[src/design/asg_data_pkg.sv]
/*
 * datapath types of the signal generator
 * sample width, fixed-point pointer widths and the pointer type
 */

package asg_data_pkg;

  localparam int unsigned DW  = 14;  // sample width
  localparam int unsigned CWM = 14;  // pointer integer bits, table is 2^CWM words
  localparam int unsigned CWF = 16;  // pointer fraction bits

  // one signed output sample
  typedef logic signed [DW-1:0] sample_t;

  // unsigned fixed point, CWM.CWF
  typedef logic [CWM+CWF-1:0] ptr_t;

endpackage : asg_data_pkg

[src/design/sample_stream_if.sv]
/*
 * valid/ready sample stream with last flag
 * payload type is a parameter, src and snk modports
 */

interface sample_stream_if #(
  parameter type dat_t = asg_data_pkg::sample_t
);

  logic valid;  // beat present
  logic ready;  // sink can take it
  dat_t data;
  logic last;   // final beat of a burst

  modport src (output valid, output data, output last, input ready);
  modport snk (input valid, input data, input last, output ready);

endinterface : sample_stream_if

[src/design/asg_linear.sv]
/*
 * gain and offset stage on the sample stream
 * (x * mul) >>> (DW-2) + sum, saturated, one register
 */

module asg_linear #(
  parameter int unsigned DW = asg_data_pkg::DW
) (
  input  logic                  bus_clk,
  input  logic                  arst_n,
  input  asg_data_pkg::sample_t cfg_mul,  // 2^(DW-2) is unity
  input  asg_data_pkg::sample_t cfg_sum,
  sample_stream_if.snk          raw,
  sample_stream_if.src          out
);

  logic signed [2*DW-1:0] prd;
  logic signed [DW+1:0]   scl, sum;  // two guard bits
  logic [DW-1:0]          sat;
  logic                   vld, lst;
  logic [DW-1:0]          dat;

  assign prd = raw.data * cfg_mul;
  assign scl = (DW+2)'(prd >>> (DW-2));
  assign sum = scl + cfg_sum;

  // clip when the guard bits disagree with the sign
  assign sat = (sum[DW+1:DW-1] == '0 || sum[DW+1:DW-1] == '1) ? sum[DW-1:0] :
               sum[DW+1] ? {1'b1, {(DW-1){1'b0}}} : {1'b0, {(DW-1){1'b1}}};

  assign raw.ready = ~vld | out.ready;  // empty or draining
  assign out.valid = vld;
  assign out.data  = dat;
  assign out.last  = lst;

  always_ff @(posedge bus_clk or negedge arst_n) begin
    if (!arst_n)        vld <= 1'b0;
    else if (raw.ready) vld <= raw.valid;
  end

  always_ff @(posedge bus_clk) begin
    if (raw.valid && raw.ready) begin
      dat <= sat;
      lst <= raw.last;
    end
  end

endmodule : asg_linear

[src/flat_wrapper.sv]
// flat-port wrapper written by rule: the top's interface ports become plain ports
module asg_linear_flat 
#(
  parameter int unsigned DW = asg_data_pkg::DW
)
  (bus_clk, arst_n, cfg_mul, cfg_sum, raw_valid, raw_data, raw_last, raw_ready, out_valid, out_data, out_last, out_ready);
  sample_stream_if raw_i ();
  sample_stream_if out_i ();
  input  logic bus_clk;
  input  logic arst_n;
  input  asg_data_pkg::sample_t cfg_mul;
  input  asg_data_pkg::sample_t cfg_sum;
  input wire logic [$bits(raw_i.valid)-1:0] raw_valid;
  input wire logic [$bits(raw_i.data)-1:0] raw_data;
  input wire logic [$bits(raw_i.last)-1:0] raw_last;
  output wire logic [$bits(raw_i.ready)-1:0] raw_ready;
  output wire logic [$bits(out_i.valid)-1:0] out_valid;
  output wire logic [$bits(out_i.data)-1:0] out_data;
  output wire logic [$bits(out_i.last)-1:0] out_last;
  input wire logic [$bits(out_i.ready)-1:0] out_ready;
  assign raw_i.valid = raw_valid;
  assign raw_i.data = raw_data;
  assign raw_i.last = raw_last;
  assign raw_ready = raw_i.ready;
  assign out_valid = out_i.valid;
  assign out_data = out_i.data;
  assign out_last = out_i.last;
  assign out_i.ready = out_ready;
  asg_linear #(.DW(DW)) u_core (.bus_clk(bus_clk), .arst_n(arst_n), .cfg_mul(cfg_mul), .cfg_sum(cfg_sum), .raw(raw_i), .out(out_i));
endmodule
[config.mk]
export PLATFORM = sky130hd
export DESIGN_NAME = asg_linear_flat
export DESIGN_NICKNAME = d
export VERILOG_FILES = /design/src/design/asg_data_pkg.sv /design/src/design/sample_stream_if.sv /design/src/design/asg_linear.sv /design/src/flat_wrapper.sv
export SDC_FILE = /design/constraint.sdc
export NUM_CORES = 1
export LEC_CHECK = 0
export CAP_MARGIN = 25
export CORE_AREA = 2 2 142 144
export CTS_BUF_LIST = sky130_fd_sc_hd__clkbuf_8
export DETAILED_ROUTE_END_ITERATION = 8
export DIE_AREA = 0 0 144 146
export DONT_BUFFER_PORTS = 1
export HOLD_SLACK_MARGIN = 0.12
export PLACE_DENSITY_LB_ADDON = 0.08
export SLEW_MARGIN = 10
export SYNTH_ARGS = -nofsm -noshare
export SYNTH_HDL_FRONTEND = slang
export SYNTH_SLANG_ARGS = --single-unit
[constraint.sdc]
create_clock -name bus_clk -period 2.1 [get_ports bus_clk]
set_input_delay 0.105 -clock bus_clk [delete_from_list [all_inputs] [get_ports bus_clk]]
set_output_delay 0.105 -clock bus_clk [all_outputs]
set_load 0.01 [all_outputs]
==> impl_metrics.csv <==
group,metric,value,unit
clock_tree,htree_levels,1,
detailed_routing,ant_nets,0,
grt,grt_overflow,0,
cells_and_area,final_nets,1345,
synthesis,yosys_register_bits,16,
worst_setup_path,crit_path_end_kind,"register",
detailed_routing,vias_per_cell,4.95,
placement,io_buffers,0,
clock_tree,cts_root_buf,"clkbuf_8",
synthesis,yosys.cell_types.count,53,
worst_hold_path,hold_class,"in -> reg",
timing,worst_pin_slew,0.435,ns
placement,post-dp-hpwl,17300,µm
worst_setup_path,max_stage_delay,0.54,ns
die,rows,51,
timing,timing.final.crit_period,7.00,ns
detailed_routing,wl,20200,µm
job,drv_cap,0,
synthesis,synth_mux_area_share,0.115,%
detailed_routing,wl_per_cell,15.7,µm
synthesis,yosysTopAreaCell,"fa_1",
synthesis,synthArstFlopShare,6.25,%
status,violations,"setup timing",
worst_setup_path,rr_worst_depth,3,
cells_and_area,area_delta_synth_final,15.0,%
cells_and_area,final_layout_size_suffix_gt1_share,16.0,%
detailed_routing,num_vias,6361,
synthesis,synthSimpleGateAreaFrac,16.2,%
clock_tree,clkLatencyLatePin,0.25,ns
synthesis,netlist_instances,933,
grt,grt_use_total,21.1,%
synthesis,synth-xor-area-share,3.63,%
die,start_util,44.9,%
placement,gp_congestion,0.804,
die,fp.dieH,146,µm
grt,first_global_vias,7240,
synthesis,synth_top_area_share,44.9,%
synthesis,synthFlopType,"edfxtp_1",
clock_tree,clock-sinks,16,
worst_setup_path,critPathKind,"in -> reg",
clock_tree,clk_pin_slew,0.07,ns
timing,fmax,143,MHz
cells_and_area,antenna_cells,0,
synthesis,synth_warnings,0,
synthesis,synth_area,8690,µm²
synthesis,yosysMostFrequentCell,"inv_1",
timing,setup_viol,14,
detailed_routing,drc_errors,0,
synthesis,netlist_top_cells_count,"inv_1 (214), fa_1 (195), and2_1 (105)",
detailed_routing,dr.pass1.iters,4,
status,status,"finished with violations",
grt,grt_antenna_before_repair,0,
synthesis,synth_compound_area_share,7.37,%
synthesis,synth_fa_ha_area_share,56.6,%
worst_hold_path,worstHoldPathCells,1,
grt,grt_pass1_wl,35200,µm
worst_setup_path,cp_max_fo,14,
cells_and_area,n_fill_cell,1889,
worst_setup_path,critPathLaunchType,"primary input",
synthesis,synth_fp_nets,1256,
synthesis,synth_edf_count,15,
clock_tree,cts_tree,"done",
die,ios,64,
die,die-area,21000,µm²
grt,grt_max_degree,15,
timing,fin_ws,-4.90,ns
die,die_w,144,µm
timing,timing.hold.ws,0.120,ns
timing,rsz0062_at_grt,"yes",
timing,slew_violations,0,
worst_setup_path,arrival,7.01,ns
timing,hold_viol_final,0,
synthesis,synthTopCellsByArea,"fa_1 (45%), ha_1 (12%), inv_1 (9.2%)",
die,core-area,19300,µm²
clock_tree,numCtsBuffers,3,
detailed_routing,drtIter0Drc,240,
worst_setup_path,slowest_stage,"fa_1",
synthesis,yosysSeqAreaShare,5.47,%
timing,maxSlewHeadroom,70.2,%
synthesis,synth_top_family_by_area,"adder cells",
worst_setup_path,reg2reg_slack,0.78,ns
clock_tree,ctsLongestPathBuffers,2,
worst_setup_path,crit_top_cell,"fa_1",
timing,period_share,333,%
timing,skew,0.00661,ns
synthesis,synth.avg_cell_area,9.31,µm²
worst_setup_path,crit_required,2.11,ns
-- worst max-delay path: cells and delay by family --
kind | cells | cell delay (ns)
AO/OA/AOI/OAI | 12 | 2.33
adder cells (fa/ha/maj) | 8 | 3.56
buffers and inverters | 4 | 0.19
XOR/XNOR | 2 | 0.33
AND/OR/NAND/NOR | 3 | 0.52
-- per-stage QoR --
| step | instances | setup TNS, ns | util, % | setup slack, ns | area, µm² |
|---|---|---|---|---|---|
| after floorplan | 933 | -70.22 | - | -5.15 | 8750 |
| after global placement | 1276 | -73.36 | 50.5 | -5.29 | 9760 |
| after detailed placement | 1276 | -73.47 | 50.5 | -5.28 | 9760 |
| after CTS | 1286 | -68.42 | 51.3 | -4.93 | 9930 |
| after global routing | 1286 | -73.78 | 51.7 | -5.32 | 9990 |
| final | 1286 | -68.14 | 51.7 | -4.90 | 9990 |
-- cell type report --
cell class | count | area (µm²) | share of cell area, %
clock buffers | 3 | 41.3 | 0.413
inverters | 214 | 803 | 8.04
repair buffers | 115 | 885 | 8.86
well taps | 265 | 332 | 3.32
flip-flops and latches | 16 | 475 | 4.76
multi-input cells | 672 | 7450 | 74.6
clock inverters | 1 | 3.75 | 0.0376
-- layer usage --
layer  part of all wire (%)  routed length, µm  vias to the layer above  GRT usage, %
li1                       -                  -                     3003             -
met5                      0                  0                        -             0
met4                    2.4                486                        0          4.41
met3                    2.5                514                       31          1.84
met1                     43               8630                     3234          27.4
met2                     52              10500                       93          38.3
-- timing repair --
action                                  in CTS  in global routing
endpoints found under the hold margin        3                  0
setup buffers                                4                  2
hold buffers                                 4                  0
endpoints found under the setup margin      14                 14
pin swaps                                   16                  4
resized for setup                           22                 16
-- final timing paths --
path,start,to
setup / recovery,cfg_mul[2],u_core.out.data[11]$_DFFE_PP_
hold / removal,raw_valid,u_core.out.last$_DFFE_PP_
setup reg to reg,u_core.out.valid$_DFFE_PN0N_,u_core.out.data[3]$_DFFE_PP_
hold reg to reg,u_core.out.valid$_DFFE_PN0N_,u_core.out.valid$_DFFE_PN0N_
max in group asynchronous,arst_n,u_core.out.valid$_DFFE_PN0N_
min in group asynchronous,arst_n,u_core.out.valid$_DFFE_PN0N_
-- logic make-up after synthesis --
group / Yosys count
adders and majority gates: 276
AOI/OAI and AO/OA: 89
xor gates and xnor gates: 36
muxes: 1
DFF: 16
buffers and inverters: 245
and+or+nand+nor: 270
-- cells in the final DEF, fill, tap and decap left out, types with 12 or more instances in the layout --
cell,Yosys,routed
inv_1,214,211
fa_1,195,193
buf_4,1,109
and2_1,105,103
nand2_1,97,91
ha_1,81,80
nor2_1,25,25
xnor2_1,24,24
a21oi_1,22,16
edfxtp_1,15,15
a21o_1,13,13
o21ai_0,17,12
nand2b_1,12,12
-- state kept, by name, indices dropped and copies added (netlist names) --
name and flops:
u_core.out.valid 1, u_core.out.last 1, u_core.out.data 14
Power is left out: the tool's default activity adds up to more than one toggle a clock period on the data nets, which glitch-free logic cannot reach.
