## src/design/asg_data_pkg.sv

```systemverilog
/*
 * datapath types of the signal generator
 * sample width, fixed-point pointer widths and the pointer type
 */

package asg_data_pkg;

  localparam int unsigned DW  = 14;  // sample width
  localparam int unsigned CWM = 14;  // pointer integer bits, table is 2^CWM words
  localparam int unsigned CWF = 16;  // pointer fraction bits

  // one signed output sample
  typedef logic signed [DW-1:0] sample_t;

  // unsigned fixed point, CWM.CWF
  typedef logic [CWM+CWF-1:0] ptr_t;

endpackage : asg_data_pkg

```

## src/design/asg_regs_pkg.sv

```systemverilog
/*
 * register map of the signal generator
 * byte offsets, table window select bit and the configuration struct
 */

package asg_regs_pkg;

  localparam int unsigned TN = 4;  // external trigger lines

  localparam logic [5:0] REG_CTL = 6'h00;  // bit 0 reset, bit 1 sw trigger
  localparam logic [5:0] REG_TRG = 6'h04;  // external trigger mask
  localparam logic [5:0] REG_STS = 6'h08;  // armed, running (ro)
  localparam logic [5:0] REG_SIZ = 6'h10;  // table size
  localparam logic [5:0] REG_OFF = 6'h14;  // start offset (phase)
  localparam logic [5:0] REG_STP = 6'h18;  // step (frequency)
  localparam logic [5:0] REG_BMD = 6'h20;  // burst enable, infinite
  localparam logic [5:0] REG_BDL = 6'h24;  // samples per burst
  localparam logic [5:0] REG_BLN = 6'h28;  // idle cycles between bursts
  localparam logic [5:0] REG_BNM = 6'h2c;  // number of bursts
  localparam logic [5:0] REG_MUL = 6'h30;  // gain
  localparam logic [5:0] REG_SUM = 6'h34;  // offset

  localparam int unsigned BUF_SEL_BIT = 16;  // set -> table window

  typedef struct packed {
    logic [TN-1:0]                   trg;
    asg_data_pkg::ptr_t              siz;
    asg_data_pkg::ptr_t              off;
    asg_data_pkg::ptr_t              stp;
    logic                            ben;
    logic                            inf;
    logic [asg_data_pkg::CWM-1:0]    bdl;
    logic [31:0]                     bln;
    logic [15:0]                     bnm;
    asg_data_pkg::sample_t           mul;
    asg_data_pkg::sample_t           sum;
  } asg_cfg_t;

endpackage : asg_regs_pkg

```

## src/design/sample_stream_if.sv

```systemverilog
/*
 * valid/ready sample stream with last flag
 * payload type is a parameter, src and snk modports
 */

interface sample_stream_if #(
  parameter type dat_t = asg_data_pkg::sample_t
);

  logic valid;  // beat present
  logic ready;  // sink can take it
  dat_t data;
  logic last;   // final beat of a burst

  modport src (output valid, output data, output last, input ready);
  modport snk (input valid, input data, input last, output ready);

endinterface : sample_stream_if

```

## src/design/asg_engine.sv

```systemverilog
/*
 * generator engine
 * trigger arming and edge detect, fixed-point pointer stepping,
 * burst FSM and the raw sample stream out of the table
 */

module asg_engine #(
  parameter int unsigned TN  = asg_regs_pkg::TN,
  parameter int unsigned CWM = asg_data_pkg::CWM,
  parameter int unsigned CWF = asg_data_pkg::CWF
) (
  input  logic                   bus_clk,
  input  logic                   arst_n,
  input  asg_regs_pkg::asg_cfg_t cfg,
  input  logic                   ctl_rst,
  input  logic                   ctl_trg,
  input  logic [TN-1:0]          trg_ext,
  // table read port
  output logic [CWM-1:0]         raddr,
  output logic                   ren,
  input  asg_data_pkg::sample_t  rdata,
  sample_stream_if.src           raw,
  output logic                   irq_trg,
  output logic                   irq_stp,
  output logic                   sts_armed,
  output logic                   sts_running
);

  typedef enum logic [1:0] {ST_IDLE, ST_ARMED, ST_RUN, ST_GAP} state_t;

  state_t             state;
  asg_data_pkg::ptr_t ptr, ptr_nxt;
  logic [CWM+CWF:0]   ptr_sum;   // one guard bit
  logic [TN-1:0]      trg_d;
  logic               trg;
  logic               rd_go;     // read issued this cycle
  logic               vld, lst;
  logic [CWM-1:0]     bcnt;      // beats in current burst
  logic [15:0]        ncnt;      // bursts done
  logic [31:0]        gcnt;      // gap cycles left
  logic               bst_end, run_end;

  assign trg = ctl_trg | (|(trg_ext & ~trg_d & cfg.trg));  // rising edges only

  // step, then wrap by table size
  assign ptr_sum = {1'b0, ptr} + {1'b0, cfg.stp};
  assign ptr_nxt = (ptr_sum >= {1'b0, cfg.siz}) ? ptr_sum[CWM+CWF-1:0] - cfg.siz
                                                : ptr_sum[CWM+CWF-1:0];

  assign bst_end = cfg.ben & (bcnt == cfg.bdl - 1'b1);
  assign run_end = bst_end & ~cfg.inf & (ncnt == cfg.bnm - 1'b1);

  // read only into an empty or draining output
  assign rd_go = (state == ST_RUN) & (~vld | raw.ready);
  assign ren   = rd_go;
  assign raddr = ptr[CWF +: CWM];  // integer part

  assign raw.valid = vld;
  assign raw.data  = rdata;
  assign raw.last  = lst;

  assign sts_armed   = (state == ST_ARMED);
  assign sts_running = (state == ST_RUN) | (state == ST_GAP) | vld;

  ////////////////////////////////////////////////////////////
  // FSM
  ////////////////////////////////////////////////////////////

  always_ff @(posedge bus_clk or negedge arst_n) begin
    if (!arst_n) begin
      state   <= ST_IDLE;
      ptr     <= '0;
      trg_d   <= '0;
      vld     <= 1'b0;
      lst     <= 1'b0;
      bcnt    <= '0;
      ncnt    <= '0;
      gcnt    <= '0;
      irq_trg <= 1'b0;
      irq_stp <= 1'b0;
    end else begin
      trg_d   <= trg_ext;
      irq_trg <= 1'b0;
      irq_stp <= (state == ST_IDLE) & vld & raw.ready;  // final beat gone
      if (raw.ready) vld <= 1'b0;
      if (rd_go) begin
        vld <= 1'b1;
        lst <= bst_end;
      end
      if (ctl_rst) begin
        state <= ST_ARMED;
        vld   <= 1'b0;
      end else begin
        case (state)
          ST_ARMED: if (trg) begin
            state   <= ST_RUN;
            irq_trg <= 1'b1;
            ptr     <= cfg.off;
            bcnt    <= '0;
            ncnt    <= '0;
          end
          ST_RUN: if (rd_go) begin
            if (bst_end) begin
              bcnt <= '0;
              ncnt <= ncnt + 1'b1;
              ptr  <= cfg.off;  // next burst restarts at phase
              if (run_end) begin
                state <= ST_IDLE;
              end else if (cfg.bln != '0) begin
                state <= ST_GAP;
                gcnt  <= cfg.bln - 1'b1;
              end
            end else begin
              bcnt <= bcnt + 1'b1;
              ptr  <= ptr_nxt;
            end
          end
          ST_GAP: begin
            gcnt <= gcnt - 1'b1;
            if (gcnt == '0) state <= ST_RUN;
          end
          default: ;  // idle waits for ctl_rst
        endcase
      end
    end
  end

  // holds because the table output only moves with ren
  a_raw_hold: assert property (@(posedge bus_clk) disable iff (!arst_n)
    raw.valid && !raw.ready && !ctl_rst |=>
      raw.valid && $stable(raw.data) && $stable(raw.last));

endmodule : asg_engine

```

## src/flat_wrapper.sv

```systemverilog
// flat-port wrapper written by rule: the top's interface ports become plain ports
module asg_engine_flat 
#(
  parameter int unsigned TN  = asg_regs_pkg::TN,
  parameter int unsigned CWM = asg_data_pkg::CWM,
  parameter int unsigned CWF = asg_data_pkg::CWF
)
  (bus_clk, arst_n, cfg, ctl_rst, ctl_trg, trg_ext, raddr, ren, rdata, irq_trg, irq_stp, sts_armed, sts_running, raw_valid, raw_data, raw_last, raw_ready);
  sample_stream_if raw_i ();
  input  logic bus_clk;
  input  logic arst_n;
  input  asg_regs_pkg::asg_cfg_t cfg;
  input  logic ctl_rst;
  input  logic ctl_trg;
  input  logic [TN-1:0] trg_ext;
  output logic [CWM-1:0] raddr;
  output logic ren;
  input  asg_data_pkg::sample_t rdata;
  output logic irq_trg;
  output logic irq_stp;
  output logic sts_armed;
  output logic sts_running;
  output wire logic [$bits(raw_i.valid)-1:0] raw_valid;
  output wire logic [$bits(raw_i.data)-1:0] raw_data;
  output wire logic [$bits(raw_i.last)-1:0] raw_last;
  input wire logic [$bits(raw_i.ready)-1:0] raw_ready;
  assign raw_valid = raw_i.valid;
  assign raw_data = raw_i.data;
  assign raw_last = raw_i.last;
  assign raw_i.ready = raw_ready;
  asg_engine #(.TN(TN), .CWM(CWM), .CWF(CWF)) u_core (.bus_clk(bus_clk), .arst_n(arst_n), .cfg(cfg), .ctl_rst(ctl_rst), .ctl_trg(ctl_trg), .trg_ext(trg_ext), .raddr(raddr), .ren(ren), .rdata(rdata), .raw(raw_i), .irq_trg(irq_trg), .irq_stp(irq_stp), .sts_armed(sts_armed), .sts_running(sts_running));
endmodule
```

## config.mk

```make
export PLATFORM = sky130hd
export DESIGN_NAME = asg_engine_flat
export DESIGN_NICKNAME = d
export VERILOG_FILES = /design/src/design/asg_data_pkg.sv /design/src/design/asg_regs_pkg.sv /design/src/design/sample_stream_if.sv /design/src/design/asg_engine.sv /design/src/flat_wrapper.sv
export SDC_FILE = /design/constraint.sdc
export NUM_CORES = 1
export LEC_CHECK = 0
export BUFFER_PORTS_ARGS = -buffer_cell sky130_fd_sc_hd__buf_2
export CORE_MARGIN = 1
export CORE_UTILIZATION = 45
export DETAILED_ROUTE_END_ITERATION = 16
export PLACE_DENSITY_LB_ADDON = 0.1
export RECOVER_POWER = 100
export SKIP_LAST_GASP = 1
export SLEW_MARGIN = 20
export SYNTH_ARGS = -nofsm -noshare
export SYNTH_HDL_FRONTEND = slang
export SYNTH_SLANG_ARGS = --single-unit
```

## constraint.sdc

```tcl
create_clock -name bus_clk -period 6 [get_ports bus_clk]
set_input_delay 0.6 -clock bus_clk [delete_from_list [all_inputs] [get_ports bus_clk]]
set_output_delay 0.6 -clock bus_clk [all_outputs]
set_load 0.05 [all_outputs]
```

==> flow_summary.ini <==
[die]
num_rows = 57
ios = 244
initial_core_util_pct = 45.9
die_h_um = 160
die-area_um2 = 25500
die_w_um = 160
coreArea_um2 = 24400

[timing]
slew_headroom_pct = -94.2
hold_viol_final = 0
worstMarginPinSlew_ns = 2.91
tns_ns = 0
rsz0062_at_grt = no
setup_ws_ns = 0.450
setup_viol = 0
skew_ns = 0.0195
period_needed_ns = 5.55
fmax_ghz = 0.180
slew_violations = 92
period_share_pct = 92.5

[synth]
ys_seq_area_share_pct = 22.8
synth_ff_type = dfrtp_1
ys_types = 88
synth-async-reset-ratio_pct = 100
ys_ff_latch = 102
syn_avg_cell_area_um2 = 7.71
syn-num-nets = 1732
syn_area_um2 = 11200
synth_warnings = 0
syn_inst = 1452
synth_edf_count = 0

[grt]
grt_start_max_net_pins = 59
antenna_found_initial = 1
grt-ovfl-total = 0
grt_pass1_vias = 10800
grt_pass1_wl_um = 55000
groute.usage.overall_pct = 26.5

[pwr]
peakVddDrop_mv = 0.297
p_leak_nw = 5.37
p_per_area_nw_per_um2 = 535
power.total_mw = 6.67

[routing]
firstDrtPassIters = 5
vias = 11281
routed_wl_um = 34000
avgViaCountPerCell = 5.91
wl_per_cell_um = 17.8
drc = 0
final_antenna_net_count = 0
drt-initial-drc-count = 905

[cells_and_area]
final_common_cell = buf_2
fin_nets = 1861
fill_cells = 2478
drive_gt1_share_pct = 14.1
syn_to_final_growth_pct = 11.2
layout_common_cells = buf_2 (163), nor2_1 (139), a21oi_1 (109), nand2_1 (104), dfrtp_1 (102)

[setup_path]
criticalPathCategory = flop to flop
endpoint_kind = flop
crit_path_max_fanout = 16
critPathRequiredTime_ns = 6.19
reg2reg_depth = 21
crit_top_cell = a21oi_1
cp_slowest_cell = a311oi_4
r2r_end = u_core.ptr[8]
arrival_ns = 5.74
reg2reg_slack_ns = 0.45
crit_path_start_kind = flop
worstReg2RegStart = u_core.ptr[0]
cp_slowest_stage_delay_ns = 0.46
path_cells = ha_1 -> inv_1 -> fa_1 -> nand2b_1 -> a21oi_1 -> o31ai_1 -> a2111oi_0 -> a311oi_1 -> buf_4 -> a21oi_1 -> mux2i_1 -> or2_2 -> ha_1 -> a21oi_1 -> nor2_1 -> a2111oi_0 -> o21ai_0 -> a311oi_4 -> buf_4 -> mux2i_1 -> o22ai_1

[worst_hold_path]
min-delay-start = trg_ext[0]
min_to = u_core.trg_d[0]
hold_path_class = primary input to flop
holdPathStages = 1

[placed_design]
dp_slack_ns = 0.148
gp_congestion = 0.992
port_buffers = 187
dp_hpwl_um = 26000

[clocking]
clock-sinks = 102
cts_root_buf = clkbuf_16
insertion_delay_ns = 0.37
cts_buffer_depth = 2
cts_resized = 0
cts_tree = yes
cts_buffers = 9
cts_max_level = 3
clk_pin_slew_ns = 0.07
postCtsSetupRepairBufs = 0
hold_buffers = 0

[outcome]
violations = max-capacitance violations, max-slew violations
status = finished, violations left

[run]
drv_cap = 2
==> worst max path at each step <==
stage / start / end / slack, ns / cells past startpoint
after global routing: u_core.ptr[0] / u_core.ptr[7] / 0.13 / 21
after global placement: cfg[92] / u_core.ptr[1] / 0.18 / 22
after CTS: u_core.ptr[0] / u_core.ptr[1] / 0.49 / 21
after detailed placement: cfg[92] / u_core.ptr[1] / 0.15 / 22
after floorplan: u_core.state[0] / u_core.gcnt[24] / 0.82 / 21
final: u_core.ptr[0] / u_core.ptr[8] / 0.45 / 21
==> Yosys cell counts (22+ instances only) <==
cell type    n  area (um^2)
nand2_1    104          390
mux2i_1     24          240
dfrtp_1    102         2550
buf_4       29          218
xor2_1      53          464
a21o_1      26          195
ha_1        69          863
nand3_1     30          150
a21oi_1    109          546
clkbuf_1    39          146
o21ai_0     85          425
xnor2_1     82          718
nor2_1     139          522
nor3_1      80          400
inv_1       77          289
nand4_1     22          138
==> per-stage QoR <==
stage	hold slack (ns)	std cells	area (um^2)	utilization [%]
after floorplan	0.304	1452	11200	-
after global placement	0.466	1894	12200	50.2
after detailed placement	0.471	1894	12200	50.2
after CTS	0.281	1908	12600	51.5
after global routing	0.350	1908	12400	51.0
final	0.363	1909	12500	51.1
==> report_power, final <==
group	switching, mW	total (mW)	internal (mW)
registers	0.174	1.04	0.868
logic	3.02	4.96	1.94
clock network	0.296	0.661	0.365
total	3.49	6.67	3.17
==> flip-flops by register name, indices dropped and copies added, names as in the netlist <==
register / flops
u_core.bcnt: 14
u_core.gcnt: 32
u_core.irq_stp: 1
u_core.irq_trg: 1
u_core.ncnt: 16
u_core.ptr: 30
u_core.raw.last: 1
u_core.raw.valid: 1
u_core.state: 2
u_core.trg_d: 4
==> cells by family after synthesis <==
logic type                 synth area share (%)
DFF                                        22.8
AOI/OAI and AO/OA                          24.2
muxes                                      2.65
and+or+nand+nor                            24.9
adders and majority gates                  8.07
buffers and inverters                      6.77
xor gates and xnor gates                   10.6
==> final cells by class <==
class                           count  area, um^2  share of cell area (%)
Timing Repair Buffer              207        1040                    8.38
Sequential cell                   102        2550                    20.5
Clock buffer                        9         225                    1.81
Multi-Input combinational cell   1184        7850                    63.0
Antenna cell                        1        2.50                  0.0201
Inverter                           77         289                    2.32
Tap cell                          324         405                    3.26
Clock inverter                      5        85.1                   0.683
==> critical path, delay by kind of cell, from the launching register on <==
| kind | cells | cell delay (ns) |
|---|---|---|
| multiplexers | 2 | 0.39 |
| buffers and inverters | 3 | 0.55 |
| AO/OA/AOI/OAI | 10 | 2.64 |
| adder cells (fa/ha/maj) | 3 | 0.89 |
| AND/OR/NAND/NOR | 3 | 0.57 |
| flip-flops | 1 | 0.36 |
==> routing by layer <==
layer / global-route usage [%] / routed length (um) / vias to the layer above
li1: - / - / 5553
met1: 34.4 / 15200 / 5299
met2: 45.5 / 16200 / 362
met3: 3.09 / 1630 / 67
met4: 9.27 / 984 / 0
met5: 0 / 0 / -
Note: power is estimated with default switching activity, not from simulation.
